==> config.mk <==
export PLATFORM = sky130hd
export DESIGN_NAME = csr_core
export DESIGN_NICKNAME = d
export VERILOG_FILES = /design/src/csr_pkg.sv /design/src/csr_issue_if.sv /design/src/csr_file.sv /design/src/csr_exec.sv /design/src/csr_rs.sv /design/src/csr_core.sv
export SDC_FILE = /design/constraint.sdc
export NUM_CORES = 1
export LEC_CHECK = 0
export ABC_CLOCK_PERIOD_IN_PS = 6800
export BUFFER_PORTS_ARGS = -buffer_cell sky130_fd_sc_hd__buf_2
export CAP_MARGIN = 10
export CORE_MARGIN = 5
export CORE_UTILIZATION = 48
export DETAILED_ROUTE_END_ITERATION = 16
export MAX_ROUTING_LAYER = met4
export PLACE_DENSITY = 0.7
export SLEW_MARGIN = 20
export SYNTH_ARGS = -nofsm -noshare
export SYNTH_HDL_FRONTEND = slang
export SYNTH_SLANG_ARGS = --single-unit
==> constraint.sdc <==
create_clock -name clk -period 6.8 [get_ports clk]
set_clock_uncertainty 0.2 [all_clocks]
set_input_delay 1.36 -clock clk [delete_from_list [all_inputs] [get_ports clk]]
set_output_delay 1.36 -clock clk [all_outputs]
set_load 0.01 [all_outputs]
==> src/csr_pkg.sv <==
package csr_pkg;

  localparam int rs_entries = 8;
  localparam int n_wake     = 4;

  localparam int tag_w      = 8;
  localparam int inst_num_w = 32;
  localparam int csr_addr_w = 12;
  localparam int xlen       = 32;
  localparam int zimm_w     = 5;
  localparam int rs_idx_w   = $clog2(rs_entries);

  typedef logic [tag_w-1:0]      tag_t;
  typedef logic [inst_num_w-1:0] inst_num_t;
  typedef logic [csr_addr_w-1:0] csr_addr_t;
  typedef logic [xlen-1:0]       xlen_t;
  typedef logic [zimm_w-1:0]     zimm_t;
  typedef logic [rs_idx_w-1:0]   rs_idx_t;

  typedef enum logic [1:0] {
    CSRRW = 2'd1,
    CSRRS = 2'd2,
    CSRRC = 2'd3
  } csr_op_t;

  // Machine CSR addresses
  localparam csr_addr_t csr_mstatus  = 12'h300;
  localparam csr_addr_t csr_mtvec    = 12'h305;
  localparam csr_addr_t csr_mscratch = 12'h340;
  localparam csr_addr_t csr_mepc     = 12'h341;
  localparam csr_addr_t csr_mcause   = 12'h342;

  localparam xlen_t mtvec_rst_val = 32'h0000_0100;

  // Implemented mstatus bits
  localparam int mstatus_mie  = 3;
  localparam int mstatus_mpie = 7;

endpackage

==> src/csr_issue_if.sv <==
`timescale 1ns/1ns

interface csr_issue_if;

  logic                valid;     // One-cycle strobe, never stalled
  csr_pkg::inst_num_t  inst_num;
  csr_pkg::tag_t       rd;
  csr_pkg::csr_op_t    op;
  csr_pkg::tag_t       src_tag;   // Also drives the PRF read port
  logic                use_imm;
  csr_pkg::zimm_t      zimm;
  csr_pkg::csr_addr_t  addr;

  modport station (
    output valid, inst_num, rd, op, src_tag, use_imm, zimm, addr
  );

  modport exec (
    input valid, inst_num, rd, op, src_tag, use_imm, zimm, addr
  );

endinterface

==> src/csr_file.sv <==
`timescale 1ns/1ns

module csr_file (
  input  logic                clk,
  input  logic                arst_n,
  input  csr_pkg::csr_addr_t  addr,
  output csr_pkg::xlen_t      rdata,
  output logic                hit,
  input  logic                we,
  input  csr_pkg::xlen_t      wdata
);

  logic           mie_q;
  logic           mpie_q;
  csr_pkg::xlen_t mtvec_q;
  csr_pkg::xlen_t mscratch_q;
  csr_pkg::xlen_t mepc_q;
  csr_pkg::xlen_t mcause_q;

  always_comb begin
    rdata = '0;
    hit   = 1'b1;
    case (addr)
      csr_pkg::csr_mstatus: begin
        rdata[csr_pkg::mstatus_mie]  = mie_q;
        rdata[csr_pkg::mstatus_mpie] = mpie_q;
      end
      csr_pkg::csr_mtvec:    rdata = mtvec_q;
      csr_pkg::csr_mscratch: rdata = mscratch_q;
      csr_pkg::csr_mepc:     rdata = mepc_q;
      csr_pkg::csr_mcause:   rdata = mcause_q;
      default:               hit = 1'b0; // Unimplemented address
    endcase
  end

  always_ff @(posedge clk or negedge arst_n) begin
    if (!arst_n) begin
      mie_q      <= 1'b0;
      mpie_q     <= 1'b0;
      mtvec_q    <= csr_pkg::mtvec_rst_val;
      mscratch_q <= '0;
      mepc_q     <= '0;
      mcause_q   <= '0;
    end else if (we) begin
      case (addr)
        csr_pkg::csr_mstatus: begin
          mie_q  <= wdata[csr_pkg::mstatus_mie];
          mpie_q <= wdata[csr_pkg::mstatus_mpie];
        end
        csr_pkg::csr_mtvec:    mtvec_q    <= wdata;
        csr_pkg::csr_mscratch: mscratch_q <= wdata;
        csr_pkg::csr_mepc:     mepc_q     <= {wdata[csr_pkg::xlen-1:2], 2'b00};
        csr_pkg::csr_mcause:   mcause_q   <= wdata;
        default: ;
      endcase
    end
  end

endmodule

==> src/csr_exec.sv <==
`timescale 1ns/1ns

module csr_exec (
  input  logic                clk,
  input  logic                arst_n,
  input  logic                flush,
  csr_issue_if.exec           iss,
  input  csr_pkg::xlen_t      prf_rdata,
  input  csr_pkg::xlen_t      csr_rdata,
  input  logic                csr_hit,
  output logic                csr_we,
  output csr_pkg::xlen_t      csr_wdata,
  output csr_pkg::csr_addr_t  csr_addr,
  output logic                res_valid,
  output csr_pkg::inst_num_t  res_inst_num,
  output csr_pkg::tag_t       res_rd,
  output csr_pkg::xlen_t      res_data,
  output logic                res_illegal
);

  logic               s1_valid;
  csr_pkg::inst_num_t s1_inst_num;
  csr_pkg::tag_t      s1_rd;
  csr_pkg::csr_op_t   s1_op;
  csr_pkg::xlen_t     s1_operand;
  csr_pkg::csr_addr_t s1_addr;

  // Stage one
  always_ff @(posedge clk or negedge arst_n) begin
    if (!arst_n) begin
      s1_valid <= 1'b0;
    end else begin
      s1_valid <= iss.valid && !flush;
    end
  end

  always_ff @(posedge clk) begin
    s1_inst_num <= iss.inst_num;
    s1_rd       <= iss.rd;
    s1_op       <= iss.op;
    s1_addr     <= iss.addr;
    s1_operand  <= iss.use_imm ? csr_pkg::xlen_t'(iss.zimm) : prf_rdata; // Zero-extended zimm
  end

  // Stage two, read-modify-write
  assign csr_addr = s1_addr;
  assign csr_we   = s1_valid && csr_hit && !flush; // Killed op must not write

  always_comb begin
    case (s1_op)
      csr_pkg::CSRRW: csr_wdata = s1_operand;
      csr_pkg::CSRRS: csr_wdata = csr_rdata | s1_operand;
      csr_pkg::CSRRC: csr_wdata = csr_rdata & ~s1_operand;
      default:        csr_wdata = csr_rdata;
    endcase
  end

  always_ff @(posedge clk or negedge arst_n) begin
    if (!arst_n) begin
      res_valid <= 1'b0;
    end else begin
      res_valid <= s1_valid && !flush;
    end
  end

  always_ff @(posedge clk) begin
    res_inst_num <= s1_inst_num;
    res_rd       <= s1_rd;
    res_data     <= csr_hit ? csr_rdata : '0; // Old value
    res_illegal  <= !csr_hit;
  end

endmodule

==> src/csr_rs.sv <==
`timescale 1ns/1ns

module csr_rs (
  input  logic                                clk,
  input  logic                                arst_n,
  input  logic                                flush,
  input  logic                                disp_valid,
  input  logic                                disp_src_ready,
  input  logic                                disp_use_imm,
  input  csr_pkg::inst_num_t                  disp_inst_num,
  input  csr_pkg::tag_t                       disp_rd,
  input  csr_pkg::tag_t                       disp_src_tag,
  input  csr_pkg::csr_op_t                    disp_op,
  input  csr_pkg::zimm_t                      disp_zimm,
  input  csr_pkg::csr_addr_t                  disp_addr,
  input  logic [csr_pkg::n_wake:0]            wake_valid,
  input  csr_pkg::tag_t [csr_pkg::n_wake:0]   wake_tag,
  output logic                                full,
  csr_issue_if.station                        iss
);

  logic [csr_pkg::rs_entries-1:0] busy;
  logic [csr_pkg::rs_entries-1:0] rdy;
  logic [csr_pkg::rs_entries-1:0] iss_oh;
  csr_pkg::rs_idx_t               iss_idx;
  csr_pkg::rs_idx_t               alloc_idx;
  logic                           disp_take;
  logic                           disp_rdy;

  // Entry payload
  csr_pkg::inst_num_t inst_num_q [csr_pkg::rs_entries];
  csr_pkg::tag_t      rd_q       [csr_pkg::rs_entries];
  csr_pkg::tag_t      src_tag_q  [csr_pkg::rs_entries];
  csr_pkg::csr_op_t   op_q       [csr_pkg::rs_entries];
  logic               use_imm_q  [csr_pkg::rs_entries];
  csr_pkg::zimm_t     zimm_q     [csr_pkg::rs_entries];
  csr_pkg::csr_addr_t addr_q     [csr_pkg::rs_entries];

  // Any valid wakeup bus carrying this tag
  function automatic logic woken(input csr_pkg::tag_t t);
    logic hit;
    hit = 1'b0;
    for (int b = 0; b <= csr_pkg::n_wake; b++) begin
      hit |= wake_valid[b] && (wake_tag[b] == t);
    end
    return hit;
  endfunction

  assign full      = &busy;
  assign disp_take = disp_valid && !full;
  assign disp_rdy  = disp_src_ready || disp_use_imm || woken(disp_src_tag);

  // Lowest free index
  always_comb begin
    alloc_idx = '0;
    for (int i = csr_pkg::rs_entries - 1; i >= 0; i--) begin
      if (!busy[i]) alloc_idx = csr_pkg::rs_idx_t'(i);
    end
  end

  // Lowest ready index wins
  always_comb begin
    iss_oh  = '0;
    iss_idx = '0;
    for (int i = csr_pkg::rs_entries - 1; i >= 0; i--) begin
      if (rdy[i]) begin
        iss_oh    = '0;
        iss_oh[i] = 1'b1;
        iss_idx   = csr_pkg::rs_idx_t'(i);
      end
    end
  end

  always_ff @(posedge clk or negedge arst_n) begin
    if (!arst_n) begin
      busy <= '0;
      rdy  <= '0;
    end else if (flush) begin
      busy <= '0;
      rdy  <= '0;
    end else begin
      for (int i = 0; i < csr_pkg::rs_entries; i++) begin
        if (iss_oh[i]) begin
          busy[i] <= 1'b0; // Freed at the issue edge
          rdy[i]  <= 1'b0;
        end else if (busy[i] && !rdy[i] && woken(src_tag_q[i])) begin
          rdy[i] <= 1'b1;
        end
      end
      if (disp_take) begin
        busy[alloc_idx] <= 1'b1;
        rdy[alloc_idx]  <= disp_rdy;
      end
    end
  end

  always_ff @(posedge clk) begin
    if (disp_take) begin
      inst_num_q[alloc_idx] <= disp_inst_num;
      rd_q[alloc_idx]       <= disp_rd;
      src_tag_q[alloc_idx]  <= disp_src_tag;
      op_q[alloc_idx]       <= disp_op;
      use_imm_q[alloc_idx]  <= disp_use_imm;
      zimm_q[alloc_idx]     <= disp_zimm;
      addr_q[alloc_idx]     <= disp_addr;
    end
  end

  assign iss.valid    = |iss_oh;
  assign iss.inst_num = inst_num_q[iss_idx];
  assign iss.rd       = rd_q[iss_idx];
  assign iss.op       = op_q[iss_idx];
  assign iss.src_tag  = src_tag_q[iss_idx];
  assign iss.use_imm  = use_imm_q[iss_idx];
  assign iss.zimm     = zimm_q[iss_idx];
  assign iss.addr     = addr_q[iss_idx];

  // Dispatcher must honor full
  a_no_disp_full: assert property (@(posedge clk) disable iff (!arst_n)
    disp_valid |-> !full);

  // At most one entry leaves per edge
  a_one_issue: assert property (@(posedge clk) disable iff (!arst_n)
    !flush |=> $onehot0($past(busy) & ~busy));

  a_iss_busy: assert property (@(posedge clk) disable iff (!arst_n)
    iss.valid |-> busy[iss_idx]);

endmodule

==> src/csr_core.sv <==
`timescale 1ns/1ns

module csr_core (
  input  logic                                 clk,
  input  logic                                 arst_n,
  input  logic                                 flush,
  input  logic                                 disp_valid,
  input  csr_pkg::inst_num_t                   disp_inst_num,
  input  csr_pkg::tag_t                        disp_rd,
  input  csr_pkg::csr_op_t                     disp_op,
  input  csr_pkg::tag_t                        disp_src_tag,
  input  logic                                 disp_src_ready,
  input  logic                                 disp_use_imm,
  input  csr_pkg::zimm_t                       disp_zimm,
  input  csr_pkg::csr_addr_t                   disp_addr,
  output logic                                 full,
  input  logic [csr_pkg::n_wake-1:0]           wake_valid,
  input  csr_pkg::tag_t [csr_pkg::n_wake-1:0]  wake_tag,
  output csr_pkg::tag_t                        prf_raddr,
  input  csr_pkg::xlen_t                       prf_rdata,
  output logic                                 res_valid,
  output csr_pkg::inst_num_t                   res_inst_num,
  output csr_pkg::tag_t                        res_rd,
  output csr_pkg::xlen_t                       res_data,
  output logic                                 res_illegal
);

  logic [csr_pkg::n_wake:0]           all_wake_valid;
  csr_pkg::tag_t [csr_pkg::n_wake:0]  all_wake_tag;
  csr_pkg::xlen_t                     csr_rdata;
  csr_pkg::xlen_t                     csr_wdata;
  csr_pkg::csr_addr_t                 csr_addr;
  logic                               csr_hit;
  logic                               csr_we;

  csr_issue_if iss_bus ();

  // Own result is the top wakeup bus
  assign all_wake_valid = {res_valid, wake_valid};
  assign all_wake_tag   = {res_rd, wake_tag};
  assign prf_raddr      = iss_bus.src_tag;

  csr_rs u_rs (
    .clk, .arst_n, .flush,
    .disp_valid, .disp_src_ready, .disp_use_imm, .disp_inst_num,
    .disp_rd, .disp_src_tag, .disp_op, .disp_zimm, .disp_addr,
    .wake_valid (all_wake_valid),
    .wake_tag   (all_wake_tag),
    .full,
    .iss        (iss_bus)
  );

  csr_exec u_exec (
    .clk, .arst_n, .flush,
    .iss       (iss_bus),
    .prf_rdata,
    .csr_rdata, .csr_hit, .csr_we, .csr_wdata, .csr_addr,
    .res_valid, .res_inst_num, .res_rd, .res_data, .res_illegal
  );

  csr_file u_file (
    .clk, .arst_n,
    .addr  (csr_addr),
    .rdata (csr_rdata),
    .hit   (csr_hit),
    .we    (csr_we),
    .wdata (csr_wdata)
  );

endmodule

==> out/qor.yml, run 1 <==
clkSinkCount: 849
r2r-end: "u_exec.s1_inst_num[13]$_DFF_P_"
drc: 0
h-tree-depth: 3
critical_path.max_fanout: 64
worst_slew_pin_slew_ns: 1.117
start_util_pct: 48.28
outcome: "complete, no violations"
startpoint_type: "flip-flop"
vdd_drop_max_mv: 0.1954
synth_seq_cells: 849
clockBufferDepth: 3
ctsResizeCount: 0
grt_pass1_vias: 23610
setup.worst_path.start: "u_rs.rdy[3]$_DFF_PN0_"
nets: 3304
cp.arrival_ns: 3.33
r2r_slack_ns: 2.44
fp-row-count: 101
synthAdderAreaFrac_pct: 0
reg2reg_depth: 8
p_leak_nw: 15.45
synthXorXnorAreaFrac_pct: 9.395
synth-compound-area-share_pct: 10.57
rsz0062_at_grt: "no"
final_cell_mix: "nand2_1 (588), edfxtp_1 (544), xor2_1 (301)"
dp_hpwl_um: 56770
wl_per_cell_um: 23.07
syn_nets: 3243
grt.met1_usage_pct: 32.54
portBuffers: 223
grt_max_degree: 170
synth_cells: 3102
ys.flop_type: "edfxtp_1"
die_height_um: 285.9
grt_overflow: 0
min_from: "u_exec.s1_inst_num[30]$_DFF_P_"
grtUsageMet2_pct: 36.24
cts_made_buffers: 87
finalCoreUtilization_pct: 54.29
r2r-start: "u_rs.rdy[3]$_DFF_PN0_"
cp_data_required_time_ns: 5.24
insertion_delay_ns: 0.65
synth_top_family_by_area: "simple AND/OR/NAND/NOR gates"
via_per_inst: 5.788
synth-seq-area-share_pct: 63.41
place_congestion: 1.035
synth_simple_gate_area_share_pct: 11.37
fin_setup_tns_ns: 0
final_common_cell: "nand2_1"
hold_violations: 0
finalMaxSlewViolations: 0
syn_area_per_cell_um2: 11.78
grt_pass1_wl_um: 147700
slew_headroom_pct: 24.54
ys_types: 63
top_usage_layer: "met2"
fp.coreArea_mm2: 0.07570
hold_buffers: 0
finalCriticalPeriod_ns: 4.887
wl_um: 97750
synthArstFlopShare_pct: 17.20
io-pin-count: 224
grt_use_met3_pct: 5.713
max_freq_ghz: 0.2046
firstDrtPassIters: 5
muxShareOfSynthArea_pct: 1.041
clk_pin_slew_ns: 0.06
antenna_found_initial: 21
post_cts_buffers: 0
ant_nets: 0
vias: 24520
setup_viol: 0
dieWidth_um: 285.9
min_period_over_period_pct: 71.87
drive_gt1_share_pct: 15.53
grt_usage_pct: 24.06
endpoint_kind: "primary output"
synthToLayoutAreaGrowth_pct: 12.45
pwr_density_cell_mw_per_mm2: 272.8
drt_iter0_drc: 2321
synth_edf_count: 544
maxCapViolations: 0
synth_area_mm2: 0.03655
fp.dieArea_mm2: 0.08175
yosys_warnings: 0
tritoncts: "built"
cp-endpoint: "prf_raddr[7]"
root_buffer: "clkbuf_16"
path_class: "reg -> out"
totalPowerFinal_mw: 11.21
min_path_type: "reg -> reg"
[cells in the mapped netlist (22+ instances only)]
library cell,count,area [µm²]
clkbuf_1,170,638.1
inv_1,76,285.3
xor2_1,301,2636
nor3_1,35,175.2
dfxtp_1,159,3183
a211oi_1,125,938.4
a22oi_1,58,435.4
buf_2,100,500.5
nand3_1,143,715.7
a31o_2,62,543.0
o21ai_1,22,110.1
a32o_1,30,300.3
nand2_1,590,2215
and2_1,28,175.2
edfxtp_1,544,16340
xnor2_1,91,797.0
a311oi_1,64,560.5
nor4_1,59,369.1
nand4_1,38,237.7
dfrtp_1,145,3628
a21oi_1,22,110.1
o21ai_0,112,560.5
[power by group]
group / internal [mW] / total [mW] / switching [mW] / leakage [nW]
logic: 0.265 / 0.715 / 0.450 / 5.70
registers: 5.62 / 5.71 / 0.0933 / 8.30
clock network: 2.80 / 4.79 / 1.98 / 1.44
total: 8.69 / 11.2 / 2.53 / 15.4
[state kept, by name (all words and copies together), names as in the netlist, 12 cells and up]
register / cells
u_file.mepc_q: 30
u_exec.csr_addr: 12
u_file.mscratch_q: 32
u_exec.s1_inst_num: 32
u_exec.s1_operand: 32
u_exec.res_inst_num: 32
u_file.mtvec_q: 32
u_rs.inst_num_q: 256
u_rs.addr_q: 96
u_rs.op_q: 16
u_rs.rd_q: 64
u_rs.zimm_q: 40
u_rs.src_tag_q: 64
u_file.mcause_q: 32
u_exec.res_data: 32
[routing by layer]
layer  up-vias  share of wire (%)
met2      1032                 46
met1     12050                 42
met4         0                3.1
met5         -                  0
li1      11240                  -
met3       204                9.1
[worst min path at each step]
| stage | depth (start not counted) | slack [ns] | end |
|---|---|---|---|
| 2_1_floorplan | 0 | 0.11 | u_exec.res_inst_num[0]$_DFF_P_ |
| 3_3_place_gp | 0 | 0.11 | u_exec.res_rd[2]$_DFF_P_ |
| 3_5_place_dp | 0 | 0.11 | u_exec.res_rd[4]$_DFF_P_ |
| 4_1_cts | 0 | 0.13 | u_exec.res_rd[2]$_DFF_P_ |
| 5_1_grt | 0 | 0.13 | u_exec.res_inst_num[22]$_DFF_P_ |
| 6_report | 0 | 0.13 | u_exec.res_inst_num[30]$_DFF_P_ |
[cell type report]
cell class              instances  area, µm²
clock inverters                43      506.7
inverters                      76      289.0
repair buffers                259       1438
clock buffers                 121       2440
fillers                      6292      34600
diodes                         21      52.55
well taps                     978       1224
multi-input cells            1890      11970
flip-flops and latches        849      23170
[cell families after synthesis]
kind of cell	count (synthesis)
AOI/OAI and AO/OA	530
xor gates and xnor gates	392
muxes	32
and+or+nand+nor	936
buffers and inverters	363
DFF	849
[critical path: stages (launching register included)]
cell and delay [ns]:
dfrtp_1 0.50, nor2_4 0.14, buf_4 0.70, a21o_4 0.50, a211oi_1 0.14, a311oi_1 0.31
a31o_2 0.17, buf_2 0.13
[stage by stage]
step | cell area, µm² | cells | setup WS (ns) | hold slack [ns]
finish | 41090 | 4237 | 1.913 | 0.1254
global route | 41080 | 4233 | 1.808 | 0.1309
CTS | 41010 | 4215 | 1.913 | 0.1261
detailed placement | 38070 | 4051 | 2.307 | 0.1132
global placement | 38060 | 4051 | 2.410 | 0.1101
floorplan | 36550 | 3102 | 1.230 | 0.1096
(Power assumes the default switching activity.)
==> inputs of run 2 (changes only) <==
ABC_CLOCK_PERIOD_IN_PS = 5060   (was 6800)
PLACE_DENSITY = 0.67   (was 0.7)
clock period = 5.06 ns   (was 6.8 ns; I/O delays follow)
==> run 2 against run 1 <==
Against the previous run:
- total power increased by 37%
- non-clock buffer count shrank 5
- combinational power rose by 34%
- register-to-register slack lost 0.94 ns
- count of clock-buffer cells in the layout shrank 2
- critical path depth unchanged
- global-route usage grew 1.4 points
- critical endpoint is now prf_raddr[0]
- hold slack got worse by 0.0011 ns
- via count increased by 2.3%
- routed wire length is 6.3% higher
==> out/qor.yml, run 2 (synthesized netlist as in run 1, its figures left out) <==
outcome: "complete, no violations"
drc: 0
crit_family: "compound AO/OA/AOI/OAI gates"
fillers: 6152
worst_slew_pin_slew_ns: 1.270
cpPeakStageDelay_ns: 0.63
finalMaxSlewViolations: 0
slew_headroom_pct: 15.32
min_period_over_period_pct: 82.92
stdcell_count: 4232
grt_pass1_wl_um: 155600
internal-power_mw: 11.94
p_clk_share_pct: 43.6
max_freq_ghz: 0.2383
post_cts_buffers: 0
ctsResizeCount: 0
clk_pin_slew_ns: 0.06
path_class: "reg -> out"
hold_buffers: 0
maxCapViolations: 0
nets: 3299
grt_pass1_vias: 24940
drt_iter0_drc: 2597
wl_per_cell_um: 24.54
grt_overflow: 0
pwr-share-seq_pct: 50.1
grt_usage_pct: 25.46
h-tree-depth: 3
regArea_mm2: 0.02318
finalCriticalPeriod_ns: 4.196
place_congestion: 0.9633
power.switching_mw: 3.392
cts_made_buffers: 87
multi_input_area_mm2: 0.01196
pwr_density_cell_mw_per_mm2: 371.7
drive_gt1_share_pct: 15.47
firstDrtPassIters: 6
vdd_drop_max_mv: 0.3626
portBuffers: 223
crit_slowest_cell: "a21o_4"
clkSinkCount: 849
fp.dieArea_mm2: 0.08175
grt_max_degree: 199
regMostFlops: "u_rs.inst_num_q"
insertion_delay_ns: 0.63
ant_nets: 0
setup_viol: 0
post-place-cells: 4047
hold_violations: 0
fp-row-count: 101
top_regs: "u_rs.inst_num_q: 256 flops, u_rs.addr_q: 96 flops"
min_path_type: "reg -> reg"
cp_num_buf_inv: 1
io-pin-count: 224
whs_ns: 0.1243
critical_path.max_fanout: 62
largest_reg_flops: 256
p_sw_share_pct: 22.13
endpoint_kind: "primary output"
clockBufferDepth: 3
fp.coreArea_mm2: 0.07570
p_comb_share_pct: 6.3
cp_data_required_time_ns: 3.85
p_leak_nw: 15.50
startpoint_type: "flip-flop"
vias: 25080
dp_hpwl_um: 59720
synthToLayoutAreaGrowth_pct: 12.85
wl_um: 103900
die_height_um: 285.9
final_common_cell: "nand2_1"
path_cells: "nor2b_1 -> o21ai_4 -> a21o_4 -> a211oi_1 -> a311oi_1 -> a31o_2 -> buf_2"
cp.arrival_ns: 2.98
via_per_inst: 5.926
root_buffer: "clkbuf_16"
start_util_pct: 48.28
tritoncts: "built"
antenna_found_initial: 24
final_cell_mix: "nand2_1 (588), edfxtp_1 (544), xor2_1 (301)"
fin_setup_tns_ns: 0
rsz0062_at_grt: "no"
dieWidth_um: 285.9
-- run 2: final cells by class --
| cell class | count | share of cell area, % |
|---|---|---|
| Multi-Input combinational cell | 1890 | 29.01 |
| Clock buffer | 119 | 6.041 |
| Sequential cell | 849 | 56.20 |
| Tap cell | 978 | 2.967 |
| Timing Repair Buffer | 254 | 3.601 |
| Inverter | 76 | 0.7008 |
| Clock inverter | 45 | 1.356 |
| Antenna cell | 21 | 0.1274 |
-- run 2: through the flow --
step	worst slack, ns	utilization, %	cell area (µm²)	total power, mW
after global routing	0.6812	54.48	41240	15.86
after floorplan	0.1014	-	36550	8.381
final	0.8644	54.48	41240	15.33
after global placement	1.187	50.32	38090	8.744
after CTS	0.8424	54.41	41180	15.44
after detailed placement	1.523	50.38	38130	8.774
-- run 2: worst paths after layout --
check | start | to | slack [ns] | cells after the start
max | u_rs.rdy[7]$_DFF_PN0_ | prf_raddr[0] | 0.86 | 7
min | u_exec.s1_inst_num[26]$_DFF_P_ | u_exec.res_inst_num[26]$_DFF_P_ | 0.12 | 0
max reg2reg | u_rs.rdy[3]$_DFF_PN0_ | u_exec.s1_operand[0]$_DFF_P_ | 1.50 | 7
min reg2reg | u_exec.s1_inst_num[26]$_DFF_P_ | u_exec.res_inst_num[26]$_DFF_P_ | 0.12 | 0
max in group asynchronous | arst_n | u_rs.busy[5]$_DFF_PN0_ | 3.43 | 2
min in group asynchronous | arst_n | u_file.mscratch_q[8]$_DFFE_PN0P_ | 0.34 | 1
-- run 2: power by group through the flow --
stage	Combinational (mW)	Sequential, mW	Clock [mW]
after floorplan	0.627	7.75	0
after global placement	0.922	7.82	0
after detailed placement	0.950	7.82	0
after CTS	0.957	7.68	6.80
after global routing	1.04	7.69	7.13
final	0.959	7.69	6.69
-- run 2: metal layers --
layer  global-route usage (%)  vias up  wire length (µm)
met5                        -        -                 0
met4                    7.357        0              2766
met3                    5.562      216              9013
met2                    39.23     1123             48060
met1                    34.45    12520             44030
li1                         -    11220                 -
-- run 2: worst reg2reg max path, delay by kind of cell, from the launching register on --
family | cells | cell delay, ns
AOI/OAI and AO/OA | 3 | 0.97
and+or+nand+nor | 1 | 0.63
muxes | 2 | 0.59
buffers and inverters | 1 | 0.57
DFF | 1 | 0.49
